### src/design/gb_mem_cfg.svh
// Address map of the on-chip regions only; cartridge ROM and echo RAM are not mapped here
`ifndef GB_MEM_CFG_SVH
`define GB_MEM_CFG_SVH

// Region base addresses, each region ends where the next compare begins
`define GB_VRAM_BASE   16'h8000
`define GB_WRAM0_BASE  16'hA000
`define GB_WRAM1_BASE  16'hC000

// OAM is 160 bytes used out of a 256 byte block
`define GB_OAM_BASE    16'hFE00
`define GB_OAM_END     16'hFEA0

// I/O register window, the IE register sits alone at the top of the map
`define GB_IO_BASE     16'hFF00
`define GB_IO_END      16'hFF4C
`define GB_HRAM_BASE   16'hFF80
`define GB_IE_ADDR     16'hFFFF

// Region depths in bytes, all powers of two
`define GB_VRAM_DEPTH  8192
`define GB_WRAM_DEPTH  8192
`define GB_OAM_DEPTH   256
`define GB_HRAM_DEPTH  128

// Returned for ROM space, echo RAM and unused holes
`define GB_OPEN_BUS    8'hFF

`endif

### src/design/gb_mem_pkg.sv
// Shared types for the memory unit; widths follow the 8-bit CPU with a 16-bit address bus
package gb_mem_pkg;

	// CPU address as seen on the bus
	typedef logic [15:0] addr_t;

	// One data byte
	typedef logic [7:0] byte_t;

	// Interrupt vector
	// bit 0 vblank, bit 1 stat, bit 2 timer, bit 3 serial, bit 4 joypad
	typedef logic [4:0] irq_t;

	// Region hit by an access, REGION_NONE covers every unmapped address
	typedef enum logic [2:0] {
		REGION_NONE,
		REGION_VRAM,
		REGION_WRAM0,
		REGION_WRAM1,
		REGION_OAM,
		REGION_IO,
		REGION_HRAM
	} region_t;

endpackage

### src/design/mem_bus_if.sv
// Decoder to block link; offset is 13 bits so no block may exceed 8 KiB
interface mem_bus_if;

	// One-cycle access strobe for this block only
	logic cs;
	logic we;
	// Address relative to the region base
	logic [12:0] offset;
	gb_mem_pkg::byte_t wdata;
	// Registered by the block, holds until its next read
	gb_mem_pkg::byte_t rdata;

	modport ctrl (
		output cs,
		output we,
		output offset,
		output wdata,
		input rdata
	);

	modport bank (
		input cs,
		input we,
		input offset,
		input wdata,
		output rdata
	);

endinterface

### src/design/gb_mem_decoder.sv
// A read with wr also high is treated as a write and gives no rd_valid
`include "gb_mem_cfg.svh"

module gb_mem_decoder (
	input logic clk,
	input logic rst,
	input gb_mem_pkg::addr_t addr,
	input gb_mem_pkg::byte_t wdata,
	input logic rd,
	input logic wr,
	output gb_mem_pkg::byte_t rdata,
	output logic rd_valid,
	mem_bus_if.ctrl vram_bus,
	mem_bus_if.ctrl wram0_bus,
	mem_bus_if.ctrl wram1_bus,
	mem_bus_if.ctrl oam_bus,
	mem_bus_if.ctrl hram_bus,
	mem_bus_if.ctrl io_bus
);

	gb_mem_pkg::region_t region;
	gb_mem_pkg::region_t rd_region;
	gb_mem_pkg::addr_t base;
	gb_mem_pkg::addr_t rel_addr;
	logic access;
	logic rd_only;
	logic [12:0] offset;

	// Compare chain in ascending address order
	always_comb begin
		region = gb_mem_pkg::REGION_NONE;
		base = '0;
		if (addr < `GB_VRAM_BASE) begin
			// Cartridge ROM, not mapped
			region = gb_mem_pkg::REGION_NONE;
		end else if (addr < `GB_WRAM0_BASE) begin
			region = gb_mem_pkg::REGION_VRAM;
			base = `GB_VRAM_BASE;
		end else if (addr < `GB_WRAM1_BASE) begin
			region = gb_mem_pkg::REGION_WRAM0;
			base = `GB_WRAM0_BASE;
		end else if (addr < (`GB_WRAM1_BASE + `GB_WRAM_DEPTH)) begin
			region = gb_mem_pkg::REGION_WRAM1;
			base = `GB_WRAM1_BASE;
		end else if (addr >= `GB_OAM_BASE && addr < `GB_OAM_END) begin
			region = gb_mem_pkg::REGION_OAM;
			base = `GB_OAM_BASE;
		end else if ((addr >= `GB_IO_BASE && addr < `GB_IO_END) || addr == `GB_IE_ADDR) begin
			// IE lands at offset 0xFF of the window
			region = gb_mem_pkg::REGION_IO;
			base = `GB_IO_BASE;
		end else if (addr >= `GB_HRAM_BASE && addr < `GB_IE_ADDR) begin
			region = gb_mem_pkg::REGION_HRAM;
			base = `GB_HRAM_BASE;
		end
	end

	assign access = rd | wr;
	assign rd_only = rd & ~wr;
	assign rel_addr = addr - base;
	assign offset = rel_addr[12:0];

	assign vram_bus.cs = access && (region == gb_mem_pkg::REGION_VRAM);
	assign wram0_bus.cs = access && (region == gb_mem_pkg::REGION_WRAM0);
	assign wram1_bus.cs = access && (region == gb_mem_pkg::REGION_WRAM1);
	assign oam_bus.cs = access && (region == gb_mem_pkg::REGION_OAM);
	assign hram_bus.cs = access && (region == gb_mem_pkg::REGION_HRAM);
	assign io_bus.cs = access && (region == gb_mem_pkg::REGION_IO);

	// Shared fields go to every block, only cs differs
	assign vram_bus.we = wr;
	assign wram0_bus.we = wr;
	assign wram1_bus.we = wr;
	assign oam_bus.we = wr;
	assign hram_bus.we = wr;
	assign io_bus.we = wr;
	assign vram_bus.offset = offset;
	assign wram0_bus.offset = offset;
	assign wram1_bus.offset = offset;
	assign oam_bus.offset = offset;
	assign hram_bus.offset = offset;
	assign io_bus.offset = offset;
	assign vram_bus.wdata = wdata;
	assign wram0_bus.wdata = wdata;
	assign wram1_bus.wdata = wdata;
	assign oam_bus.wdata = wdata;
	assign hram_bus.wdata = wdata;
	assign io_bus.wdata = wdata;

	// Remember where the read went so the returning byte can be steered
	always_ff @(posedge clk or posedge rst) begin
		if (rst) begin
			rd_valid <= 1'b0;
			rd_region <= gb_mem_pkg::REGION_NONE;
		end else begin
			rd_valid <= rd_only;
			if (rd_only) begin
				rd_region <= region;
			end
		end
	end

	always_comb begin
		case (rd_region)
			gb_mem_pkg::REGION_VRAM: rdata = vram_bus.rdata;
			gb_mem_pkg::REGION_WRAM0: rdata = wram0_bus.rdata;
			gb_mem_pkg::REGION_WRAM1: rdata = wram1_bus.rdata;
			gb_mem_pkg::REGION_OAM: rdata = oam_bus.rdata;
			gb_mem_pkg::REGION_IO: rdata = io_bus.rdata;
			gb_mem_pkg::REGION_HRAM: rdata = hram_bus.rdata;
			default: rdata = `GB_OPEN_BUS;
		endcase
	end

endmodule

### src/flat_wrapper.sv
// flat-port wrapper written by rule: the top's interface ports become plain ports
module gb_mem_decoder_flat 
  (clk, rst, addr, wdata, rd, wr, rdata, rd_valid, vram_bus_cs, vram_bus_we, vram_bus_offset, vram_bus_wdata, vram_bus_rdata, wram0_bus_cs, wram0_bus_we, wram0_bus_offset, wram0_bus_wdata, wram0_bus_rdata, wram1_bus_cs, wram1_bus_we, wram1_bus_offset, wram1_bus_wdata, wram1_bus_rdata, oam_bus_cs, oam_bus_we, oam_bus_offset, oam_bus_wdata, oam_bus_rdata, hram_bus_cs, hram_bus_we, hram_bus_offset, hram_bus_wdata, hram_bus_rdata, io_bus_cs, io_bus_we, io_bus_offset, io_bus_wdata, io_bus_rdata);
  mem_bus_if vram_bus_i ();
  mem_bus_if wram0_bus_i ();
  mem_bus_if wram1_bus_i ();
  mem_bus_if oam_bus_i ();
  mem_bus_if hram_bus_i ();
  mem_bus_if io_bus_i ();
  input logic clk;
  input logic rst;
  input gb_mem_pkg::addr_t addr;
  input gb_mem_pkg::byte_t wdata;
  input logic rd;
  input logic wr;
  output gb_mem_pkg::byte_t rdata;
  output logic rd_valid;
  output wire logic [$bits(vram_bus_i.cs)-1:0] vram_bus_cs;
  output wire logic [$bits(vram_bus_i.we)-1:0] vram_bus_we;
  output wire logic [$bits(vram_bus_i.offset)-1:0] vram_bus_offset;
  output wire logic [$bits(vram_bus_i.wdata)-1:0] vram_bus_wdata;
  input wire logic [$bits(vram_bus_i.rdata)-1:0] vram_bus_rdata;
  output wire logic [$bits(wram0_bus_i.cs)-1:0] wram0_bus_cs;
  output wire logic [$bits(wram0_bus_i.we)-1:0] wram0_bus_we;
  output wire logic [$bits(wram0_bus_i.offset)-1:0] wram0_bus_offset;
  output wire logic [$bits(wram0_bus_i.wdata)-1:0] wram0_bus_wdata;
  input wire logic [$bits(wram0_bus_i.rdata)-1:0] wram0_bus_rdata;
  output wire logic [$bits(wram1_bus_i.cs)-1:0] wram1_bus_cs;
  output wire logic [$bits(wram1_bus_i.we)-1:0] wram1_bus_we;
  output wire logic [$bits(wram1_bus_i.offset)-1:0] wram1_bus_offset;
  output wire logic [$bits(wram1_bus_i.wdata)-1:0] wram1_bus_wdata;
  input wire logic [$bits(wram1_bus_i.rdata)-1:0] wram1_bus_rdata;
  output wire logic [$bits(oam_bus_i.cs)-1:0] oam_bus_cs;
  output wire logic [$bits(oam_bus_i.we)-1:0] oam_bus_we;
  output wire logic [$bits(oam_bus_i.offset)-1:0] oam_bus_offset;
  output wire logic [$bits(oam_bus_i.wdata)-1:0] oam_bus_wdata;
  input wire logic [$bits(oam_bus_i.rdata)-1:0] oam_bus_rdata;
  output wire logic [$bits(hram_bus_i.cs)-1:0] hram_bus_cs;
  output wire logic [$bits(hram_bus_i.we)-1:0] hram_bus_we;
  output wire logic [$bits(hram_bus_i.offset)-1:0] hram_bus_offset;
  output wire logic [$bits(hram_bus_i.wdata)-1:0] hram_bus_wdata;
  input wire logic [$bits(hram_bus_i.rdata)-1:0] hram_bus_rdata;
  output wire logic [$bits(io_bus_i.cs)-1:0] io_bus_cs;
  output wire logic [$bits(io_bus_i.we)-1:0] io_bus_we;
  output wire logic [$bits(io_bus_i.offset)-1:0] io_bus_offset;
  output wire logic [$bits(io_bus_i.wdata)-1:0] io_bus_wdata;
  input wire logic [$bits(io_bus_i.rdata)-1:0] io_bus_rdata;
  assign vram_bus_cs = vram_bus_i.cs;
  assign vram_bus_we = vram_bus_i.we;
  assign vram_bus_offset = vram_bus_i.offset;
  assign vram_bus_wdata = vram_bus_i.wdata;
  assign vram_bus_i.rdata = vram_bus_rdata;
  assign wram0_bus_cs = wram0_bus_i.cs;
  assign wram0_bus_we = wram0_bus_i.we;
  assign wram0_bus_offset = wram0_bus_i.offset;
  assign wram0_bus_wdata = wram0_bus_i.wdata;
  assign wram0_bus_i.rdata = wram0_bus_rdata;
  assign wram1_bus_cs = wram1_bus_i.cs;
  assign wram1_bus_we = wram1_bus_i.we;
  assign wram1_bus_offset = wram1_bus_i.offset;
  assign wram1_bus_wdata = wram1_bus_i.wdata;
  assign wram1_bus_i.rdata = wram1_bus_rdata;
  assign oam_bus_cs = oam_bus_i.cs;
  assign oam_bus_we = oam_bus_i.we;
  assign oam_bus_offset = oam_bus_i.offset;
  assign oam_bus_wdata = oam_bus_i.wdata;
  assign oam_bus_i.rdata = oam_bus_rdata;
  assign hram_bus_cs = hram_bus_i.cs;
  assign hram_bus_we = hram_bus_i.we;
  assign hram_bus_offset = hram_bus_i.offset;
  assign hram_bus_wdata = hram_bus_i.wdata;
  assign hram_bus_i.rdata = hram_bus_rdata;
  assign io_bus_cs = io_bus_i.cs;
  assign io_bus_we = io_bus_i.we;
  assign io_bus_offset = io_bus_i.offset;
  assign io_bus_wdata = io_bus_i.wdata;
  assign io_bus_i.rdata = io_bus_rdata;
  gb_mem_decoder u_core (.clk(clk), .rst(rst), .addr(addr), .wdata(wdata), .rd(rd), .wr(wr), .rdata(rdata), .rd_valid(rd_valid), .vram_bus(vram_bus_i), .wram0_bus(wram0_bus_i), .wram1_bus(wram1_bus_i), .oam_bus(oam_bus_i), .hram_bus(hram_bus_i), .io_bus(io_bus_i));
endmodule
### config.mk
export PLATFORM = sky130hd
export DESIGN_NAME = gb_mem_decoder_flat
export DESIGN_NICKNAME = d
export VERILOG_FILES = /design/src/design/gb_mem_pkg.sv /design/src/design/mem_bus_if.sv /design/src/design/gb_mem_decoder.sv /design/src/flat_wrapper.sv
export VERILOG_INCLUDE_DIRS = /design/src /design/src/design
export SDC_FILE = /design/constraint.sdc
export NUM_CORES = 1
export LEC_CHECK = 0
export BUFFER_PORTS_ARGS = -buffer_cell sky130_fd_sc_hd__buf_2
export CAP_MARGIN = 20
export CORE_AREA = 4 4 85 87
export CTS_CLUSTER_DIAMETER = 80
export DETAILED_ROUTE_END_ITERATION = 6
export DIE_AREA = 0 0 89 91
export GPL_TIMING_DRIVEN = 0
export PLACE_DENSITY = 0.73
export REMOVE_ABC_BUFFERS = 1
export SETUP_SLACK_MARGIN = 0.4
export SYNTH_ARGS = -nofsm -noshare
export SYNTH_HDL_FRONTEND = slang
export SYNTH_SLANG_ARGS = --single-unit
### constraint.sdc
create_clock -name clk -period 2.7 [get_ports clk]
set_clock_uncertainty 0.05 [all_clocks]
set_input_delay 0.135 -clock clk [delete_from_list [all_inputs] [get_ports clk]]
set_output_delay 0.135 -clock clk [all_outputs]
set_load 0.02 [all_outputs]
==> results by group, run 1 <==
Status
  – Status: finished, final reports clean

Min path
  – Worst min path class: primary input to output port

Logic synthesis
  – Dominant cell type by area after synthesis: buf_4
  – FF+latch count, synth: 4
  – Area contributors post-synth: buf_4, dfrtp_1, a21oi_1
  – Top-area cell type share of the netlist area: 48.6%
  – EDFF count, synth: 0
  – Seq/Total Area, Yosys: 5.14%
  – Cells after synthesis: 272
  – Mapped cell area: 1950 um^2
  – Ys async rst share: 100%
  – Main synth FF type: dfrtp_1
  – Yosys warns: 0
  – Synthesized area per cell: 7.15 um^2
  – Synth cell types: 39

Floorplanning
  – Initial Util: 30.6%
  – Die X: 89 um
  – Die Y: 91 um
  – Core area: 6350 um^2
  – # rows: 29
  – Ports: 223
  – Die area: 8100 um^2

Setup path
  – CP arrival: 2.12 ns
  – Slowest cell on crit path: a211o_1
  – CP required: 2.52 ns
  – Crit start category: primary input
  – CP Class: primary input to output port
  – CP endpoint kind: output port
  – Crit path max-delay family: simple AND/OR/NAND/NOR gates
  – WP buf/inv: 2
  – Slowest cell delay on critical path: 0.30 ns
  – Crit-path cells: buf_12 > a211o_1 > and3_4 > or2_4 > ha_4 > nor2b_4 > nor3_2 > o21bai_1 > a21oi_2 > xnor2_2 > buf_4
  – Worst-path maximum fanout: 6

Cells and area
  – Nets: 399
  – Final instance area: 2160 um^2
  – Fill cells: 678
  – Commonest non-fill, non-tap cells in the layout: buf_2, nand2_1, buf_4, inv_1, a21oi_1
  – Fraction of layout cells with a size suffix above 1: 63.8%
  – Synth-to-Final Area Change: 11.3%
  – Fin util: 34.1%
  – Commonest non-fill, non-tap cell in the layout: buf_2
  – Antenna cells: 0
  – Finished Layout Cells: 392

Timing
  – Max-slew violation count: 0
  – # setup viols final: 0
  – Fin crit share: 85.5%
  – Slew @ Worst Pin: 0.714 ns
  – Fin worst setup slack: 0.391 ns
  – Setup TNS: 0 ns
  – Hold Slack: 0.220 ns
  – Final Hold Viols: 0
  – RSZ-0062 raised after global routing: yes
  – Fin crit period: 2.31 ns
  – Slew Limit Headroom: 52.4%
  – Max Clk Rate: 433 MHz

Power and ir drop
  – Sw frac: 48.0%
  – Power Dens Cells: 311 nW/um^2
  – Internal power: 0.350 mW
  – Switch Pwr: 0.324 mW
  – Leak Pwr: 1.16 nW
  – Part of the power in combinational logic: 69.4%
  – Clock Power Share: 18.1%
  – Seq pwr share: 12.4%
  – Final Power: 0.673 mW
  – IR Drop Worst-Case VDD: 148 uV

Detailed routing
  – Met2 routed WL: 2.87 mm
  – DRC violations left: 0
  – 1st-iter DRT viols: 44
  – First drt pass iteration count: 4
  – DR WL met3: 1.22 mm
  – Top Metal Used: met5
  – Routed wire length: 6.22 mm
  – Metal1 wirelength: 2.03 mm
  – Wire per inst: 15.9 um
  – Vias per cell: 4.74
  – Via Count: 1857
  – Routed Antenna Nets: 0

Clocking
  – CTS root buf: clkbuf_8
  – H-tree depth: 1
  – TritonCTS clock tree: done
  – CTS buffer count: 3
  – Clock latency on the worst-skew pair: 0.21 ns
  – Clock Path Buffers: 2
  – # clock sinks: 4

Placement
  – GPL Wtd Cong: 0.774
  – Buffers on Ports: 166
  – Half-perimeter wire length after placement: 5.15 mm
  – Pre-CTS setup slack: 0.0274 ns
  – DP Area: 1900 um^2
  – Inst Count DP: 383

Global routing
  – Gr usage total: 13.8%
  – First-pass GRT wire length: 8.75 mm
  – Initial antenna violation count: 0
  – Vias in the first global route: 1719
  – Largest net degree at the start of global routing: 21
  – Grt total ovfl: 0

Flow run
  – Max_cap viols: 0
final timing paths:
kind | start | end | slack, ns | cells after the start
setup / recovery | addr[2] | wram1_bus_offset[12] | 0.39 | 11
hold / removal | wdata[6] | io_bus_wdata[6] | 0.22 | 0
max in group asynchronous | rst | u_core.rd_region[1] | 2.15 | 3
min in group asynchronous | rst | u_core.rd_region[2] | 0.30 | 3
setup reg to reg | u_core.rd_region[1] | u_core.rd_region[1] | 1.52 | 2
hold reg to reg | u_core.rd_region[2] | u_core.rd_region[2] | 0.80 | 2
routing by layer:
metal / vias up / GRT usage (%)
li1: 877 / -
met1: 802 / 13.7
met2: 170 / 23.1
met3: 6 / 9.14
met4: 2 / 2.73
met5: - / 6.49
final cells by class:
type | instances | area [um^2] | area share [%]
well taps | 77 | 96.3 | 4.45
flip-flops and latches | 4 | 101 | 4.68
inverters | 14 | 52.6 | 2.43
multi-input cells | 122 | 931 | 43.0
clock buffers | 3 | 41.3 | 1.91
repair buffers | 172 | 942 | 43.5
repair_timing:
action / 4_1_cts / 5_1_grt
buffers inserted: 3 / 2
cloned: 0 / 0
gates resized for setup: 34 / 10
pin swaps: 7 / 8
endpoints found under the setup margin: 24 / 29
hold buffers: 1 / 0
endpoints found under the hold margin: 4 / 0
state kept, by name, summed over array words and instances (netlist names):
register	count
u_core.rd_region	3
u_core.rd_valid	1
Yosys cell counts (2+ instances only):
cell and count:
a211o_1 2, a21o_1 3, a21oi_1 17, buf_2 2, buf_4 126, clkbuf_1 3, dfrtp_1 4, ha_1 5
inv_1 14, mux2i_1 8, nand2_1 18, nand4_1 2, nor2_1 10, nor2b_1 2, nor3_1 3, o211ai_1 3
o21ai_0 14, o21bai_1 2, o221ai_1 4, o22a_1 3, o22ai_1 6, or2b_2 2, xnor2_1 3
kinds of logic (layout without fill, tap and decap cells):
group | count (synthesis) | after routing | synth area share, %
buffers and inverters | 146 | 189 | 52.6
AO/OA/AOI/OAI | 58 | 58 | 19.6
AND/OR/NAND/NOR | 47 | 47 | 13.0
multiplexers | 8 | 8 | 4.12
adder cells (fa/ha/maj) | 6 | 6 | 4.24
flip-flops | 4 | 4 | 5.14
XOR/XNOR | 3 | 3 | 1.35
power groups by stage:
stage,registers (mW),logic [mW],clock network (mW)
2_1_floorplan,0.0787,0.197,0
3_3_place_gp,0.0836,0.430,0
3_5_place_dp,0.0838,0.432,0
4_1_cts,0.0836,0.464,0.126
5_1_grt,0.0851,0.505,0.133
6_report,0.0836,0.468,0.122
worst register-to-register path, stage by stage (launching register included):
cell and delay (ns):
dfrtp_2 0.51, inv_1 0.33, o21ai_0 0.15
Note: power is estimated with default switching activity, not from simulation.
==> run 2: changes to the inputs <==
- CORE_AREA: 4 4 85 87 -> default
- CORE_MARGIN: default -> 4
- CORE_UTILIZATION: default -> 31
- DIE_AREA: 0 0 89 91 -> default
- PLACE_DENSITY: 0.73 -> 0.78
- clock period: 2.7 -> 2 ns (I/O delays scaled with it)
==> run 2 against run 1 <==
Against the previous run: the run now ends with negative setup slack left; worst setup slack lost 0.73 ns; global-route usage grew 5.4 points; total power grew 74%; sequential power grew 23%; critical path depth grew 1; die area shrank 6.1%; combinational power grew 93%; cell count grew 7.7%; via count grew 13%.
==> results by group, run 2 (synthesis gave the netlist of run 1 again) <==
Status
  – Status: finished with violations
  – Violations in the final reports: negative setup slack

Setup path
  – R2R setup slack: 0.81 ns
  – Worst-path maximum fanout: 5
  – Crit-path cells: buf_12 > a211o_1 > and3_4 > or2_4 > ha_4 > nor2b_4 > nor3_4 > o21bai_1 > a21oi_2 > xnor2_2 > buf_4 > buf_6
  – CP Class: primary input to output port
  – CP endpoint kind: output port
  – FF-to-FF Start: u_core.rd_region[0]
  – Slowest cell delay on critical path: 0.30 ns
  – CP arrival: 2.19 ns
  – CP required: 1.85 ns
  – Slowest cell on crit path: a211o_1
  – Crit Reg-Reg Endpoint: u_core.rd_region[0]
  – R2R depth: 3
  – Crit start category: primary input

Timing
  – # setup viols final: 24
  – RSZ-0062 raised after global routing: yes
  – Slew Limit Headroom: 77.4%
  – Slew @ Worst Pin: 0.336 ns
  – Fin crit period: 2.34 ns
  – Fin crit share: 117%
  – Fin worst setup slack: -0.342 ns
  – Final Hold Viols: 0
  – Max Clk Rate: 427 MHz
  – Max-slew violation count: 0

Min path
  – WHS Endpoint: oam_bus_wdata[5]
  – Worst hold path depth: 0
  – Hold_sp: wdata[5]
  – Worst min path class: primary input to output port

Floorplanning
  – Die Y: 87.2 um
  – Initial Util: 32.5%
  – # rows: 28
  – Die X: 87.2 um
  – Die area: 7610 um^2
  – Ports: 223
  – Core area: 5990 um^2

Cells and area
  – Synth-to-Final Area Change: 50.4%
  – Nets: 431
  – Commonest non-fill, non-tap cells in the layout: buf_2, buf_6, buf_4, nand2_1
  – Commonest non-fill, non-tap cell in the layout: buf_2
  – Number of flip-flops in the largest register: 3
  – Largest registers: u_core.rd_region (3), u_core.rd_valid (1)
  – Antenna cells: 0
  – Fraction of layout cells with a size suffix above 1: 79.0%
  – Biggest register: u_core.rd_region

Detailed routing
  – First drt pass iteration count: 4
  – 1st-iter DRT viols: 47
  – Routed wire length: 8.19 mm
  – Via Count: 2106
  – Routed Antenna Nets: 0
  – Wire per inst: 19.4 um
  – DRC violations left: 0
  – Vias per cell: 4.99

Clocking
  – # clock sinks: 4
  – Clock Path Buffers: 2
  – TritonCTS clock tree: done
  – H-tree depth: 1
  – CTS root buf: clkbuf_8
  – CTS buffer count: 3
  – Clock latency on the worst-skew pair: 0.21 ns

Global routing
  – Gr usage total: 19.1%
  – Largest net degree at the start of global routing: 11
  – Initial antenna violation count: 0
  – First-pass GRT wire length: 11.1 mm
  – Grt total ovfl: 0
  – Vias in the first global route: 2099

Placement
  – Buffers on Ports: 166
  – Pre-CTS setup slack: -0.648 ns
  – GPL Wtd Cong: 0.815
  – Half-perimeter wire length after placement: 5.86 mm

Flow run
  – Max_cap viols: 0

Power and ir drop
  – Power Dens Cells: 400 nW/um^2
  – Leak Pwr: 1.44 nW
  – IR Drop Worst-Case VDD: 295 uV
  – Final Power: 1.17 mW
[run 2: changes by cell type in the layout (fill, tap and decap cells not counted), sizes merged]
cell and delta:
buf +32, clkinv +1, inv -3, clkinvlp +2
[run 2: layout make-up]
type / count / area [um^2]
fillers: 570 / 3070
repair buffers: 204 / 1450
multi-input cells: 122 / 1170
inverters: 14 / 65.1
well taps: 75 / 93.8
flip-flops and latches: 4 / 109
clock buffers: 3 / 41.3
[run 2: power by group]
| group | switching, mW | internal [mW] | total [mW] |
|---|---|---|---|
| clock | 0.0377 | 0.128 | 0.166 |
| sequential | 0.0140 | 0.0892 | 0.103 |
| combinational | 0.484 | 0.418 | 0.902 |
| total | 0.536 | 0.635 | 1.17 |
[run 2: repair_timing]
item / in CTS / in global routing
pin swaps: 26 / 21
buffers inserted: 27 / 10
resized for setup: 135 / 48
hold buffers: 1 / 0
hold endpoints to repair: 4 / 0
setup endpoints to repair: 47 / 49
[run 2: worst max path at each step]
| stage | start | end | depth (start not counted) |
|---|---|---|---|
| floorplan | addr[3] | hram_bus_offset[12] | 9 |
| global placement | addr[3] | vram_bus_offset[12] | 11 |
| detailed placement | addr[3] | vram_bus_offset[12] | 11 |
| CTS | addr[2] | hram_bus_offset[12] | 12 |
| global route | addr[3] | hram_bus_offset[12] | 12 |
| finish | addr[3] | hram_bus_offset[12] | 12 |
[run 2: critical path, delay by kind of cell]
| kind | cells | cell delay, ns |
|---|---|---|
| AOI/OAI and AO/OA | 3 | 0.64 |
| xor gates and xnor gates | 1 | 0.16 |
| adders and majority gates | 1 | 0.26 |
| buffers and inverters | 3 | 0.39 |
| and+or+nand+nor | 4 | 0.64 |
[run 2: metal layers]
| metal | vias to the layer above | track usage [%] | wire length (um) |
|---|---|---|---|
| met2 | 189 | 32.8 | 4150 |
| met3 | 12 | 8.51 | 1130 |
| met4 | 0 | 5.44 | 98 |
| met5 | - | 1.40 | 0 |
| li1 | 942 | - | - |
| met1 | 963 | 21.3 | 2820 |
[run 2: through the flow]
stage / TNS (ns) / hold WS [ns] / cell area (um^2) / util (%) / instances
after CTS: -4.32 / 0.151 / 2610 / 43.6 / 412
after detailed placement: -12.62 / -0.0702 / 1900 / 31.7 / 381
after global placement: -10.90 / -0.0701 / 1900 / 31.7 / 381
after global routing: -6.50 / 0.150 / 2930 / 48.8 / 422
after floorplan: -33.74 / -0.184 / 975 / - / 140
final: -5.33 / 0.150 / 2930 / 48.8 / 422
